### src/design/cnn_cfg_pkg.sv
package cnn_cfg_pkg;

    // ~~~~~~~~~~~~~~~~~~~~~~~~~~~~~~
    // Kernel geometry.
    // ~~~~~~~~~~~~~~~~~~~~~~~~~~~~~~

    // Kernel side; window and adder tree size follow from it.
    localparam int K = 3;

    // ~~~~~~~~~~~~~~~~~~~~~~~~~~~~~~
    // Image and scaling defaults.
    // ~~~~~~~~~~~~~~~~~~~~~~~~~~~~~~

    // Raster size of one frame.
    localparam int IMG_W_DEF = 8;
    localparam int IMG_H_DEF = 6;

    // Right shift applied after ReLU.
    localparam int OUT_SHIFT_DEF = 4;

endpackage

### src/design/cnn_data_pkg.sv
package cnn_data_pkg;

    // Word widths.
    localparam int PIX_W  = 8;
    localparam int WGT_W  = 8;
    localparam int BIAS_W = 16;
    localparam int SUM_W  = 20;
    localparam int OUT_W  = 8;

    // Input pixel, unsigned.
    typedef logic [PIX_W-1:0] pixel_t;

    // Kernel weight and bias, two's complement.
    typedef logic signed [WGT_W-1:0]  weight_t;
    typedef logic signed [BIAS_W-1:0] bias_t;

    // Row major, [0][0] is oldest row and leftmost column.
    typedef pixel_t [0:cnn_cfg_pkg::K-1][0:cnn_cfg_pkg::K-1] window_t;

    // Nine products of 17 bits fit here without overflow.
    typedef logic signed [SUM_W-1:0] sum_t;

    typedef logic [OUT_W-1:0] out_t;

endpackage

### src/design/stream_if.sv
`timescale 1ns/1ps

// ~~~~~~~~~~~~~~~~~~~~~~~~~~~~~~
// Window stream, decode to execute.
// ~~~~~~~~~~~~~~~~~~~~~~~~~~~~~~
interface window_if;
    logic                  valid;
    cnn_data_pkg::window_t win;
    logic                  first;
    logic                  last;

    modport src (
        output valid,
        output win,
        output first,
        output last
    );

    modport dst (
        input valid,
        input win,
        input first,
        input last
    );
endinterface

// ~~~~~~~~~~~~~~~~~~~~~~~~~~~~~~
// Sum stream, execute to result.
// ~~~~~~~~~~~~~~~~~~~~~~~~~~~~~~
interface sum_if;
    logic               valid;
    cnn_data_pkg::sum_t sum;
    logic               first;
    logic               last;

    modport src (output valid, output sum, output first, output last);
    modport dst (input valid, input sum, input first, input last);
endinterface

### src/design/line_buffer.sv
`timescale 1ns/1ps

module line_buffer #(
    parameter int IMG_W = 8,
    parameter int IMG_H = 6
) (
    input  logic                 clk,
    input  logic                 reset_n,

    input  logic                 i_in_valid,
    input  cnn_data_pkg::pixel_t i_in_pixel,

    window_if.src                o_win
);

    localparam int K  = cnn_cfg_pkg::K;
    localparam int XW = $clog2(IMG_W);
    localparam int YW = $clog2(IMG_H);

    logic [XW-1:0] x_cnt;
    logic [YW-1:0] y_cnt;
    logic          x_end;
    logic          y_end;
    logic          win_ready;

    // Previous K-1 rows, oldest first.
    cnn_data_pkg::pixel_t row_mem [0:K-2][0:IMG_W-1];
    cnn_data_pkg::pixel_t new_col [0:K-1];

    cnn_data_pkg::window_t win_q;
    logic                  valid_q;
    logic                  first_q;
    logic                  last_q;

    assign x_end     = (x_cnt == XW'(IMG_W - 1));
    assign y_end     = (y_cnt == YW'(IMG_H - 1));
    assign win_ready = (x_cnt >= XW'(K - 1)) && (y_cnt >= YW'(K - 1));

    // ~~~~~~~~~~~~~~~~~~~~~~~~~~~~~~
    // Raster position.
    // ~~~~~~~~~~~~~~~~~~~~~~~~~~~~~~
    always_ff @(posedge clk or negedge reset_n) begin
        if (!reset_n) begin
            x_cnt <= '0;
            y_cnt <= '0;
        end else if (i_in_valid) begin
            if (x_end) begin
                x_cnt <= '0;
                // Wrap straight into the next frame.
                y_cnt <= y_end ? '0 : y_cnt + 1'b1;
            end else begin
                x_cnt <= x_cnt + 1'b1;
            end
        end
    end

    // ~~~~~~~~~~~~~~~~~~~~~~~~~~~~~~
    // Row memories and window.
    // ~~~~~~~~~~~~~~~~~~~~~~~~~~~~~~

    // Column under the current pixel, top to bottom.
    always_comb begin
        for (int r = 0; r < K - 1; r++) begin
            new_col[r] = row_mem[r][x_cnt];
        end
        new_col[K-1] = i_in_pixel;
    end

    always_ff @(posedge clk) begin
        if (i_in_valid) begin
            // Each row moves up one slot at this column.
            for (int r = 0; r < K - 2; r++) begin
                row_mem[r][x_cnt] <= row_mem[r+1][x_cnt];
            end
            row_mem[K-2][x_cnt] <= i_in_pixel;

            for (int r = 0; r < K; r++) begin
                for (int c = 0; c < K - 1; c++) begin
                    win_q[r][c] <= win_q[r][c+1];
                end
                win_q[r][K-1] <= new_col[r];
            end
        end
    end

    // Strobes line up with the window just shifted in.
    always_ff @(posedge clk or negedge reset_n) begin
        if (!reset_n) begin
            valid_q <= 1'b0;
            first_q <= 1'b0;
            last_q  <= 1'b0;
        end else begin
            valid_q <= i_in_valid && win_ready;
            first_q <= i_in_valid && (x_cnt == XW'(K - 1)) && (y_cnt == YW'(K - 1));
            last_q  <= i_in_valid && x_end && y_end;
        end
    end

    assign o_win.valid = valid_q;
    assign o_win.win   = win_q;
    assign o_win.first = first_q;
    assign o_win.last  = last_q;

endmodule

### src/design/conv_engine.sv
`timescale 1ns/1ps

module conv_engine (
    input  logic                  clk,
    input  logic                  reset_n,

    input  logic                  i_w_we,
    input  logic [3:0]            i_w_addr,
    input  cnn_data_pkg::weight_t i_w_data,

    window_if.dst                 i_win,
    sum_if.src                    o_sum
);

    localparam int K = cnn_cfg_pkg::K;
    localparam int N = K * K;

    cnn_data_pkg::weight_t w_reg [0:N-1];

    cnn_data_pkg::sum_t prod_q [0:N-1];
    logic               p_valid;
    logic               p_first;
    logic               p_last;

    cnn_data_pkg::sum_t tree_sum;
    cnn_data_pkg::sum_t sum_q;
    logic               s_valid;
    logic               s_first;
    logic               s_last;

    // Weight index is row * K + column of the window.
    always_ff @(posedge clk or negedge reset_n) begin
        if (!reset_n) begin
            for (int k = 0; k < N; k++) begin
                w_reg[k] <= '0;
            end
        end else if (i_w_we && (i_w_addr < 4'(N))) begin
            w_reg[i_w_addr] <= i_w_data;
        end
    end

    // ~~~~~~~~~~~~~~~~~~~~~~~~~~~~~~
    // Stage 1, products.
    // ~~~~~~~~~~~~~~~~~~~~~~~~~~~~~~
    always_ff @(posedge clk) begin
        if (i_win.valid) begin
            for (int r = 0; r < K; r++) begin
                for (int c = 0; c < K; c++) begin
                    // Pixel is zero extended so it stays positive.
                    prod_q[r*K+c] <= cnn_data_pkg::sum_t'($signed({1'b0, i_win.win[r][c]}))
                                   * cnn_data_pkg::sum_t'(w_reg[r*K+c]);
                end
            end
        end
    end

    // ~~~~~~~~~~~~~~~~~~~~~~~~~~~~~~
    // Stage 2, adder tree.
    // ~~~~~~~~~~~~~~~~~~~~~~~~~~~~~~
    always_comb begin
        tree_sum = '0;
        for (int k = 0; k < N; k++) begin
            tree_sum = tree_sum + prod_q[k];
        end
    end

    always_ff @(posedge clk) begin
        if (p_valid) begin
            sum_q <= tree_sum;
        end
    end

    // Strobes ride along both stages.
    always_ff @(posedge clk or negedge reset_n) begin
        if (!reset_n) begin
            p_valid <= 1'b0;
            p_first <= 1'b0;
            p_last  <= 1'b0;
            s_valid <= 1'b0;
            s_first <= 1'b0;
            s_last  <= 1'b0;
        end else begin
            p_valid <= i_win.valid;
            p_first <= i_win.valid && i_win.first;
            p_last  <= i_win.valid && i_win.last;
            s_valid <= p_valid;
            s_first <= p_first;
            s_last  <= p_last;
        end
    end

    assign o_sum.valid = s_valid;
    assign o_sum.sum   = sum_q;
    assign o_sum.first = s_first;
    assign o_sum.last  = s_last;

endmodule

### src/design/activation_unit.sv
`timescale 1ns/1ps

module activation_unit #(
    parameter int OUT_SHIFT = 4
) (
    input  logic                clk,
    input  logic                reset_n,

    input  logic                i_bias_we,
    input  cnn_data_pkg::bias_t i_bias,

    sum_if.dst                  i_sum,

    output logic                o_out_valid,
    output cnn_data_pkg::out_t  o_out_pixel,
    output logic                o_frame_done
);

    // One guard bit over the sum for the bias add.
    localparam int ACC_W = cnn_data_pkg::SUM_W + 1;

    cnn_data_pkg::bias_t     bias_q;
    logic signed [ACC_W-1:0] acc;
    logic [ACC_W-1:0]        relu;
    logic [ACC_W-1:0]        shifted;
    cnn_data_pkg::out_t      sat;
    logic                    frame_open;

    always_ff @(posedge clk or negedge reset_n) begin
        if (!reset_n) begin
            bias_q <= '0;
        end else if (i_bias_we) begin
            bias_q <= i_bias;
        end
    end

    // Bias, ReLU, scale, clamp.
    always_comb begin
        acc     = i_sum.sum + bias_q;
        relu    = acc[ACC_W-1] ? '0 : acc;
        shifted = relu >> OUT_SHIFT;
        sat     = (shifted > ACC_W'(255)) ? 8'hff : shifted[cnn_data_pkg::OUT_W-1:0];
    end

    always_ff @(posedge clk) begin
        if (i_sum.valid) begin
            o_out_pixel <= sat;
        end
    end

    // Frame done only closes a frame that was opened.
    always_ff @(posedge clk or negedge reset_n) begin
        if (!reset_n) begin
            o_out_valid  <= 1'b0;
            o_frame_done <= 1'b0;
            frame_open   <= 1'b0;
        end else begin
            o_out_valid  <= i_sum.valid;
            o_frame_done <= i_sum.valid && i_sum.last && (frame_open || i_sum.first);
            if (i_sum.valid && i_sum.last) begin
                frame_open <= 1'b0;
            end else if (i_sum.valid && i_sum.first) begin
                frame_open <= 1'b1;
            end
        end
    end

endmodule

### src/design/cnn_stage_top.sv
`timescale 1ns/1ps

module cnn_stage_top #(
    parameter int IMG_W     = cnn_cfg_pkg::IMG_W_DEF,
    parameter int IMG_H     = cnn_cfg_pkg::IMG_H_DEF,
    parameter int OUT_SHIFT = cnn_cfg_pkg::OUT_SHIFT_DEF
) (
    input  logic                  clk,
    input  logic                  reset_n,

    input  logic                  i_in_valid,
    input  cnn_data_pkg::pixel_t  i_in_pixel,

    input  logic                  i_w_we,
    input  logic [3:0]            i_w_addr,
    input  cnn_data_pkg::weight_t i_w_data,
    input  logic                  i_bias_we,
    input  cnn_data_pkg::bias_t   i_bias,

    output logic                  o_out_valid,
    output cnn_data_pkg::out_t    o_out_pixel,
    output logic                  o_frame_done
);

    window_if win_bus ();
    sum_if    sum_bus ();

    // Decode.
    line_buffer #(
        .IMG_W (IMG_W),
        .IMG_H (IMG_H)
    ) u_line_buffer (
        .clk        (clk),
        .reset_n    (reset_n),
        .i_in_valid (i_in_valid),
        .i_in_pixel (i_in_pixel),
        .o_win      (win_bus.src)
    );

    // Execute.
    conv_engine u_conv_engine (
        .clk      (clk),
        .reset_n  (reset_n),
        .i_w_we   (i_w_we),
        .i_w_addr (i_w_addr),
        .i_w_data (i_w_data),
        .i_win    (win_bus.dst),
        .o_sum    (sum_bus.src)
    );

    // Result.
    activation_unit #(
        .OUT_SHIFT (OUT_SHIFT)
    ) u_activation_unit (
        .clk          (clk),
        .reset_n      (reset_n),
        .i_bias_we    (i_bias_we),
        .i_bias       (i_bias),
        .i_sum        (sum_bus.dst),
        .o_out_valid  (o_out_valid),
        .o_out_pixel  (o_out_pixel),
        .o_frame_done (o_frame_done)
    );

endmodule

### config.mk
export PLATFORM = sky130hd
export DESIGN_NAME = cnn_stage_top
export DESIGN_NICKNAME = d
export VERILOG_FILES = /design/src/design/cnn_cfg_pkg.sv /design/src/design/cnn_data_pkg.sv /design/src/design/stream_if.sv /design/src/design/line_buffer.sv /design/src/design/conv_engine.sv /design/src/design/activation_unit.sv /design/src/design/cnn_stage_top.sv
export SDC_FILE = /design/constraint.sdc
export NUM_CORES = 2
export LEC_CHECK = 0
export ABC_AREA = 1
export BUFFER_PORTS_ARGS = -buffer_cell sky130_fd_sc_hd__buf_2
export CAP_MARGIN = 30
export CORE_MARGIN = 5
export CORE_UTILIZATION = 65
export DETAILED_ROUTE_END_ITERATION = 12
export GPL_ROUTABILITY_DRIVEN = 0
export GPL_TIMING_DRIVEN = 0
export PLACE_DENSITY_LB_ADDON = 0.15
export SYNTH_ARGS = -nofsm -noshare
export SYNTH_HDL_FRONTEND = slang
export SYNTH_SLANG_ARGS = --single-unit
### constraint.sdc
create_clock -name clk -period 11.5 [get_ports clk]
set_clock_uncertainty 0.05 [all_clocks]
set_input_delay 1.725 -clock clk [delete_from_list [all_inputs] [get_ports clk]]
set_output_delay 1.725 -clock clk [all_outputs]
set_load 0.05 [all_outputs]
# Yosys cells after proc, flatten, opt, wreduce, memory -nomap -nowiden
# Memories as Yosys holds them, arrays and structs flattened.
# Index checks and enable logic that the tools add are counted.
totals:
  wordCells: 108
  input_bits: 41
  output_inout_bits: 10
  latch_bits: 0
  romBits: 0
  mem_bits_rw: 308
  register_bits: 206
  n_memories: 2
memory_table:
  columns: ["memory", "depth", "word_bits", "rd", "rd_clocked_by_memory_dff", "wr", "line", "text"]
  rows:
  - ["u_conv_engine.prod_q", 9, 20, 9, 0, 9, "conv_engine.sv:20", "cnn_data_pkg::sum_t prod_q [0:N-1];"]
  - ["u_line_buffer.row_mem", 2, 64, 2, 0, 2, "line_buffer.sv:27", "cnn_data_pkg::pixel_t row_mem [0:K-2][0:IMG_W-1];"]
classes:
  multipliers: 9
  n_div: 0
  muxes: 20
  reduce_logical: 17
  n_lt_le_gt_ge: 8
  n_addsub: 11
  n_bitwise: 2
  n_eq_ne: 4
  shifts: 0
op_table:
  columns: ["cell", "count"]
  rows:
  - ["$add A20 B20 Y20", 8]
  - ["$mul A9 B8 Y17", 9]
  - ["$bwmux W72", 1]
  - ["$mux W64", 1]
  - ["$bmux W8 S3", 2]
  - ["$mux W8", 6]
  - ["$demux W8 S4", 1]
  - ["$demux W8 S3", 1]
  - ["$add A20 B16 Y21", 1]
  - ["$mux W20", 1]
  - ["$gt A17 B8 Y1 const B", 1]
  - ["$logic_and A1 B1 Y1", 14]
  - ["$add A3 B1 Y3 const B", 2]
  - ["$eq A3 B2 Y1 const B", 2]
  - ["$eq A3 B3 Y1 const B", 2]
  - ["$ge A3 B2 Y1 const B", 2]
  - ["$mux W3", 2]
  - ["$ge A5 B5 Y1 const B", 1]
  - ["$lt A5 B1 Y1 const B", 1]
  - ["$mux W1", 5]
  - ["$not A4 Y5", 1]
  - ["$ge A4 B4 Y1 const B", 1]
  - ["$lt A4 B1 Y1 const B", 1]
  - ["$lt A4 B4 Y1 const B", 1]
  - ["4 further kinds", 4]

# Longest topological paths before layout
# An unclocked memory read counts as a cell.
logic_depth:
  word_depth: 9
  ltp_mapped: 23
  mapped_depth_nobuf: 22

# By module
# From an unflattened synthesis, not the netlist that was laid out.
unflattened:
  hier_cells: 4959
  area_unflattened_um2: 43671.9
by_module_without_submodules:
  columns: ["mod", "n_inst", "cells_per_inst", "area_per_inst_um2", "seq_area_each_um2"]
  rows:
  - ["conv_engine", 1, 3936, 33136.8, 7146.9]
  - ["line_buffer", 1, 640, 7980.2, 6231.0]
  - ["activation_unit", 1, 383, 2555.0, 715.7]

# Least setup slack after synthesis
# No wires, ideal clock.
synth_timing:
  path_kind: "reg-to-reg"
  start: "memory u_conv_engine.prod_q[0][122] in the netlist's numbering"
  end: "register u_conv_engine.sum_q[12] (netlist: u_conv_engine.o_sum.sum[12]), data pin"
  path_slack_ns: 7.185
  setup_time_ns: 0.259
  t_arrival_ns: 4.006
  required_time_ns: 11.191
  stages_incl_launch_ff: 15
  period_less_slack_ns: 4.315
  path_buffers: 0
  path_cell_list: "edfxtp_1 fa_1 fa_1 inv_1 fa_1 fa_1 inv_1 ha_1 inv_1 fa_1 o21ai_2 a21oi_1 o21ai_0 a31oi_1 xnor2_1"
synth_lines:
  columns: ["element", "line", "text"]
  rows:
  - ["start: declaration", "conv_engine.sv:20", null]
  - ["end signal: assignment", "conv_engine.sv:69", "sum_q <= tree_sum;"]
  - ["end: declaration", "conv_engine.sv:26", "cnn_data_pkg::sum_t sum_q;"]

==> flow_summary_export.csv <==
group,metric,value,unit
clocking,cts_setup_buffers,0,
timing,achievable-frequency,0.202,GHz
global_routing,grt_start_max_net_pins,67,
die,design.core.area,64200,um2
drt,via_per_inst,5.34,
synth,synth.yosys.warnings,0,
drt,drcViolationCount,0,
die,die_height,264,um
drt,drt_first_pass_iters,5,
synth,post_synth.cell_area_avg,9.44,um2
timing,final_critical_path_share_of_the_clock_period,43.0,%
timing,rsz0062_at_grt,"false",
finish,antenna_cells,0,
outcome,result_of_the_run,"finished, final reports clean",
synth,cells_after_synth,4446,
timing,finalHoldViolations,0,
worst_setup_path,worst_r2r_endpoint,"u_conv_engine.prod_q[0][74]",
finish,nets,5485,
synth,postSynth.topFlopCell,"edfxtp_1",
global_routing,grt_overflow,0,
finish,largest_register_ff_count,153,
timing,maxSlewViolCount,0,
min_path,min_delay_worst_endpoint,"u_conv_engine.o_sum.first",
drt,ant_nets,0,
min_path,hp-start,"u_conv_engine.p_first",
clocking,htree_num_levels,2,
worst_setup_path,start_kind,"flop",
worst_setup_path,critical_path_arrival,5.26,ns
drt,first_iter_violations,2312,
finish,finalNonFillerCells,5459,
finish,largest_register,"u_conv_engine.prod_q",
clocking,cts_sinks,487,
synth,synth.yosys.seq_area_share,33.6,%
worst_setup_path,critical_path_capture_point_type,"flop",
finish,drive_gt1_share,5.30,%
die,starting_density_of_the_core,65.3,%
drt,finalWirelength,96.0,mm
timing,finalSetupViolCount,0,
die,die_x,264,um
clocking,numCtsBuffers,53,
global_routing,first_global_vias,29100,
min_path,hp-class,"flop to flop",
global_routing,global_route_wire_length_before_repair,153,mm
clocking,ctsLongestPathBuffers,3,
timing,max-slew-margin-rel,28.0,%
worst_setup_path,critPathKind,"flop to flop",
worst_setup_path,worst-path-max-fanout,8,
flow_run,drv_cap,0,
clocking,clk_latency,0.64,ns
clocking,holdBufCountCts,0,
clocking,cts_tree,"done",
timing,timing_worst_slew_pin_value,1.08,ns
synth,postSynthNetCount,5370,
drt,total_number_of_vias,29200,
worst_setup_path,setup.reg_to_reg.worst_slack,6.55,ns
die,placement_rows,93,
global_routing,number_of_antenna_violations_at_the_first_check_in_global_routing,3,
timing,period_needed,4.95,ns
finish,areaGrowthSynthToFinish,7.87,%
worst_setup_path,depth_of_the_worst_register_to_register_path,16,
worst_setup_path,timing.rr.start,"u_line_buffer.o_win.win[42]",
synth,synth-seq-cells,487,
clocking,cts.clk_slew.worst_paths,0.06,ns
placed_design,portBuffers,49,
die,design.portCount,51,
timing,fin_setup_tns,0,ns
synth,synthArstFlopShare,21.8,%
synth,synth_cell_type_count,47,
synth,netlist_area_before_placement,42000,um2
min_path,worstHoldPathCells,0,
clocking,postCtsResizedCells,0,
global_routing,aggregate_global_route_resource_usage,27.8,%
drt,post_drt_wl_per_cell,17.6,um
finish,reg_top3,"u_conv_engine.prod_q: 153 flops, u_line_buffer.row_mem: 128 flops",
placed_design,hpwlAfterDp,75.8,mm
placed_design,place_inst,5361,
die,floorplan.die_area,69700,um2
clocking,cts-root-buf,"clkbuf_16",
worst_setup_path,crit_required,11.81,ns
synth,synth_edf_count,381,
how the worst max path moves through the flow:
| stage | start | endpoint | slack, ns | depth (start not counted) |
|---|---|---|---|---|
| 3_3_place_gp | u_line_buffer.o_win.valid | u_conv_engine.p_first | 5.37 | 2 |
| 3_5_place_dp | u_line_buffer.o_win.win[42] | u_conv_engine.prod_q[0][74] | 6.68 | 16 |
| 2_1_floorplan | u_conv_engine.prod_q[0][122] | u_conv_engine.o_sum.sum[12] | 7.18 | 14 |
| 6_report | u_line_buffer.o_win.win[42] | u_conv_engine.prod_q[0][74] | 6.55 | 16 |
| 5_1_grt | u_conv_engine.w_reg[71] | u_conv_engine.prod_q[0][13] | 6.29 | 15 |
| 4_1_cts | u_line_buffer.o_win.win[43] | u_conv_engine.prod_q[0][74] | 6.64 | 18 |
final cells by class:
type                       instances  area, um2
clock buffer                      72       1470
sequential                       487      14100
clock inverter                    26        267
timing repair buffer              60        475
buffer                           164        616
tap                              855       1070
fill                            4881      19000
inverter                        1127       4230
multi-input combinational       2668      23000
stage by stage:
| stage | util [%] | hold slack [ns] | cell area (um2) | setup WS (ns) |
|---|---|---|---|---|
| floorplan | - | 0.281 | 42000 | 7.18 |
| global placement | 67.4 | 0.283 | 43300 | 5.37 |
| detailed placement | 67.8 | 0.285 | 43500 | 6.68 |
| CTS | 70.5 | 0.298 | 45300 | 6.64 |
| global route | 70.5 | 0.315 | 45300 | 6.29 |
| finish | 70.5 | 0.297 | 45300 | 6.55 |
cell usage in the layout, fill, tap and decap left out, types with 7 or more instances in the layout:
cell       count
inv_1       1114
nand2_1      839
fa_1         454
ha_1         429
edfxtp_1     381
nor2_1       226
clkbuf_1     174
o21ai_0      165
a21oi_1      158
dfrtp_1      105
xor2_1        79
nand3_1       57
clkbuf_16     55
or2_2         49
xnor2_1       47
buf_2         47
o2111ai_1     29
nand4_1       20
mux2_2        16
clkinv_1      14
nor3_1        12
a31oi_1       11
nand2_2       11
a21o_1        10
nor2_2        10
nand3b_1       7
synth_stat cells (2+ instances only):
cell type  count  area, um2
a31o_2         2       17.5
clkbuf_1     160        601
a21boi_0       2       15.0
nand3b_1       7       52.6
nand3_2        2       20.0
o21a_1         2       15.0
nand4_1       20        125
nor2_2         4       25.0
nand3_1       57        285
o21bai_1       5       37.5
a211oi_1       3       22.5
nor2_1       232        871
and2_1         4       25.0
fa_1         454       9090
nor3_1        12       60.1
o31ai_2        2       25.0
dfrtp_1      106       2650
mux2_2        16        180
o21ai_0      165        826
inv_2          5       18.8
o21ai_1        4       20.0
buf_1          4       15.0
xnor2_1       47        412
or2_2         49        307
o2111ai_1     29        254
nor3_2         2       20.0
inv_1       1114       4180
edfxtp_1     381      11400
a31oi_1       11       68.8
xor2_1        79        692
clkinv_1       8       30.0
nand2_2       11       68.8
a21oi_1      158        791
a21o_1        10       75.1
nand2_1      839       3150
ha_1         429       5370
routing by layer:
layer | routed length, um | global-route usage (%)
met5 | 46 | 0
met4 | 3160 | 7.94
met3 | 7280 | 4.63
met2 | 46000 | 45.9
met1 | 39600 | 38.7
logic make-up after synthesis:
logic type / after synthesis / synth area share (%)
buffers and inverters: 1291 / 11.6
XOR/XNOR: 126 / 2.63
AND/OR/NAND/NOR: 1244 / 12.0
AO/OA/AOI/OAI: 399 / 5.30
adder cells (fa/ha/maj): 883 / 34.5
flip-flops: 487 / 33.6
multiplexers: 16 / 0.429
worst max-delay path: stages, from the launching register on:
cell	delay (ns)
edfxtp_1	0.35
clkbuf_1	0.24
or2_2	0.37
fa_1	0.48
inv_1	0.05
fa_1	0.50
fa_1	0.51
inv_1	0.05
fa_1	0.48
inv_1	0.04
ha_1	0.35
nand2_1	0.12
o21ai_0	0.18
nor2_1	0.09
o21ai_0	0.26
a31oi_1	0.15
xnor2_1	0.42
Power is not shown: default switching activity piles up to over one toggle a cycle in this logic, so the estimate is an artifact.
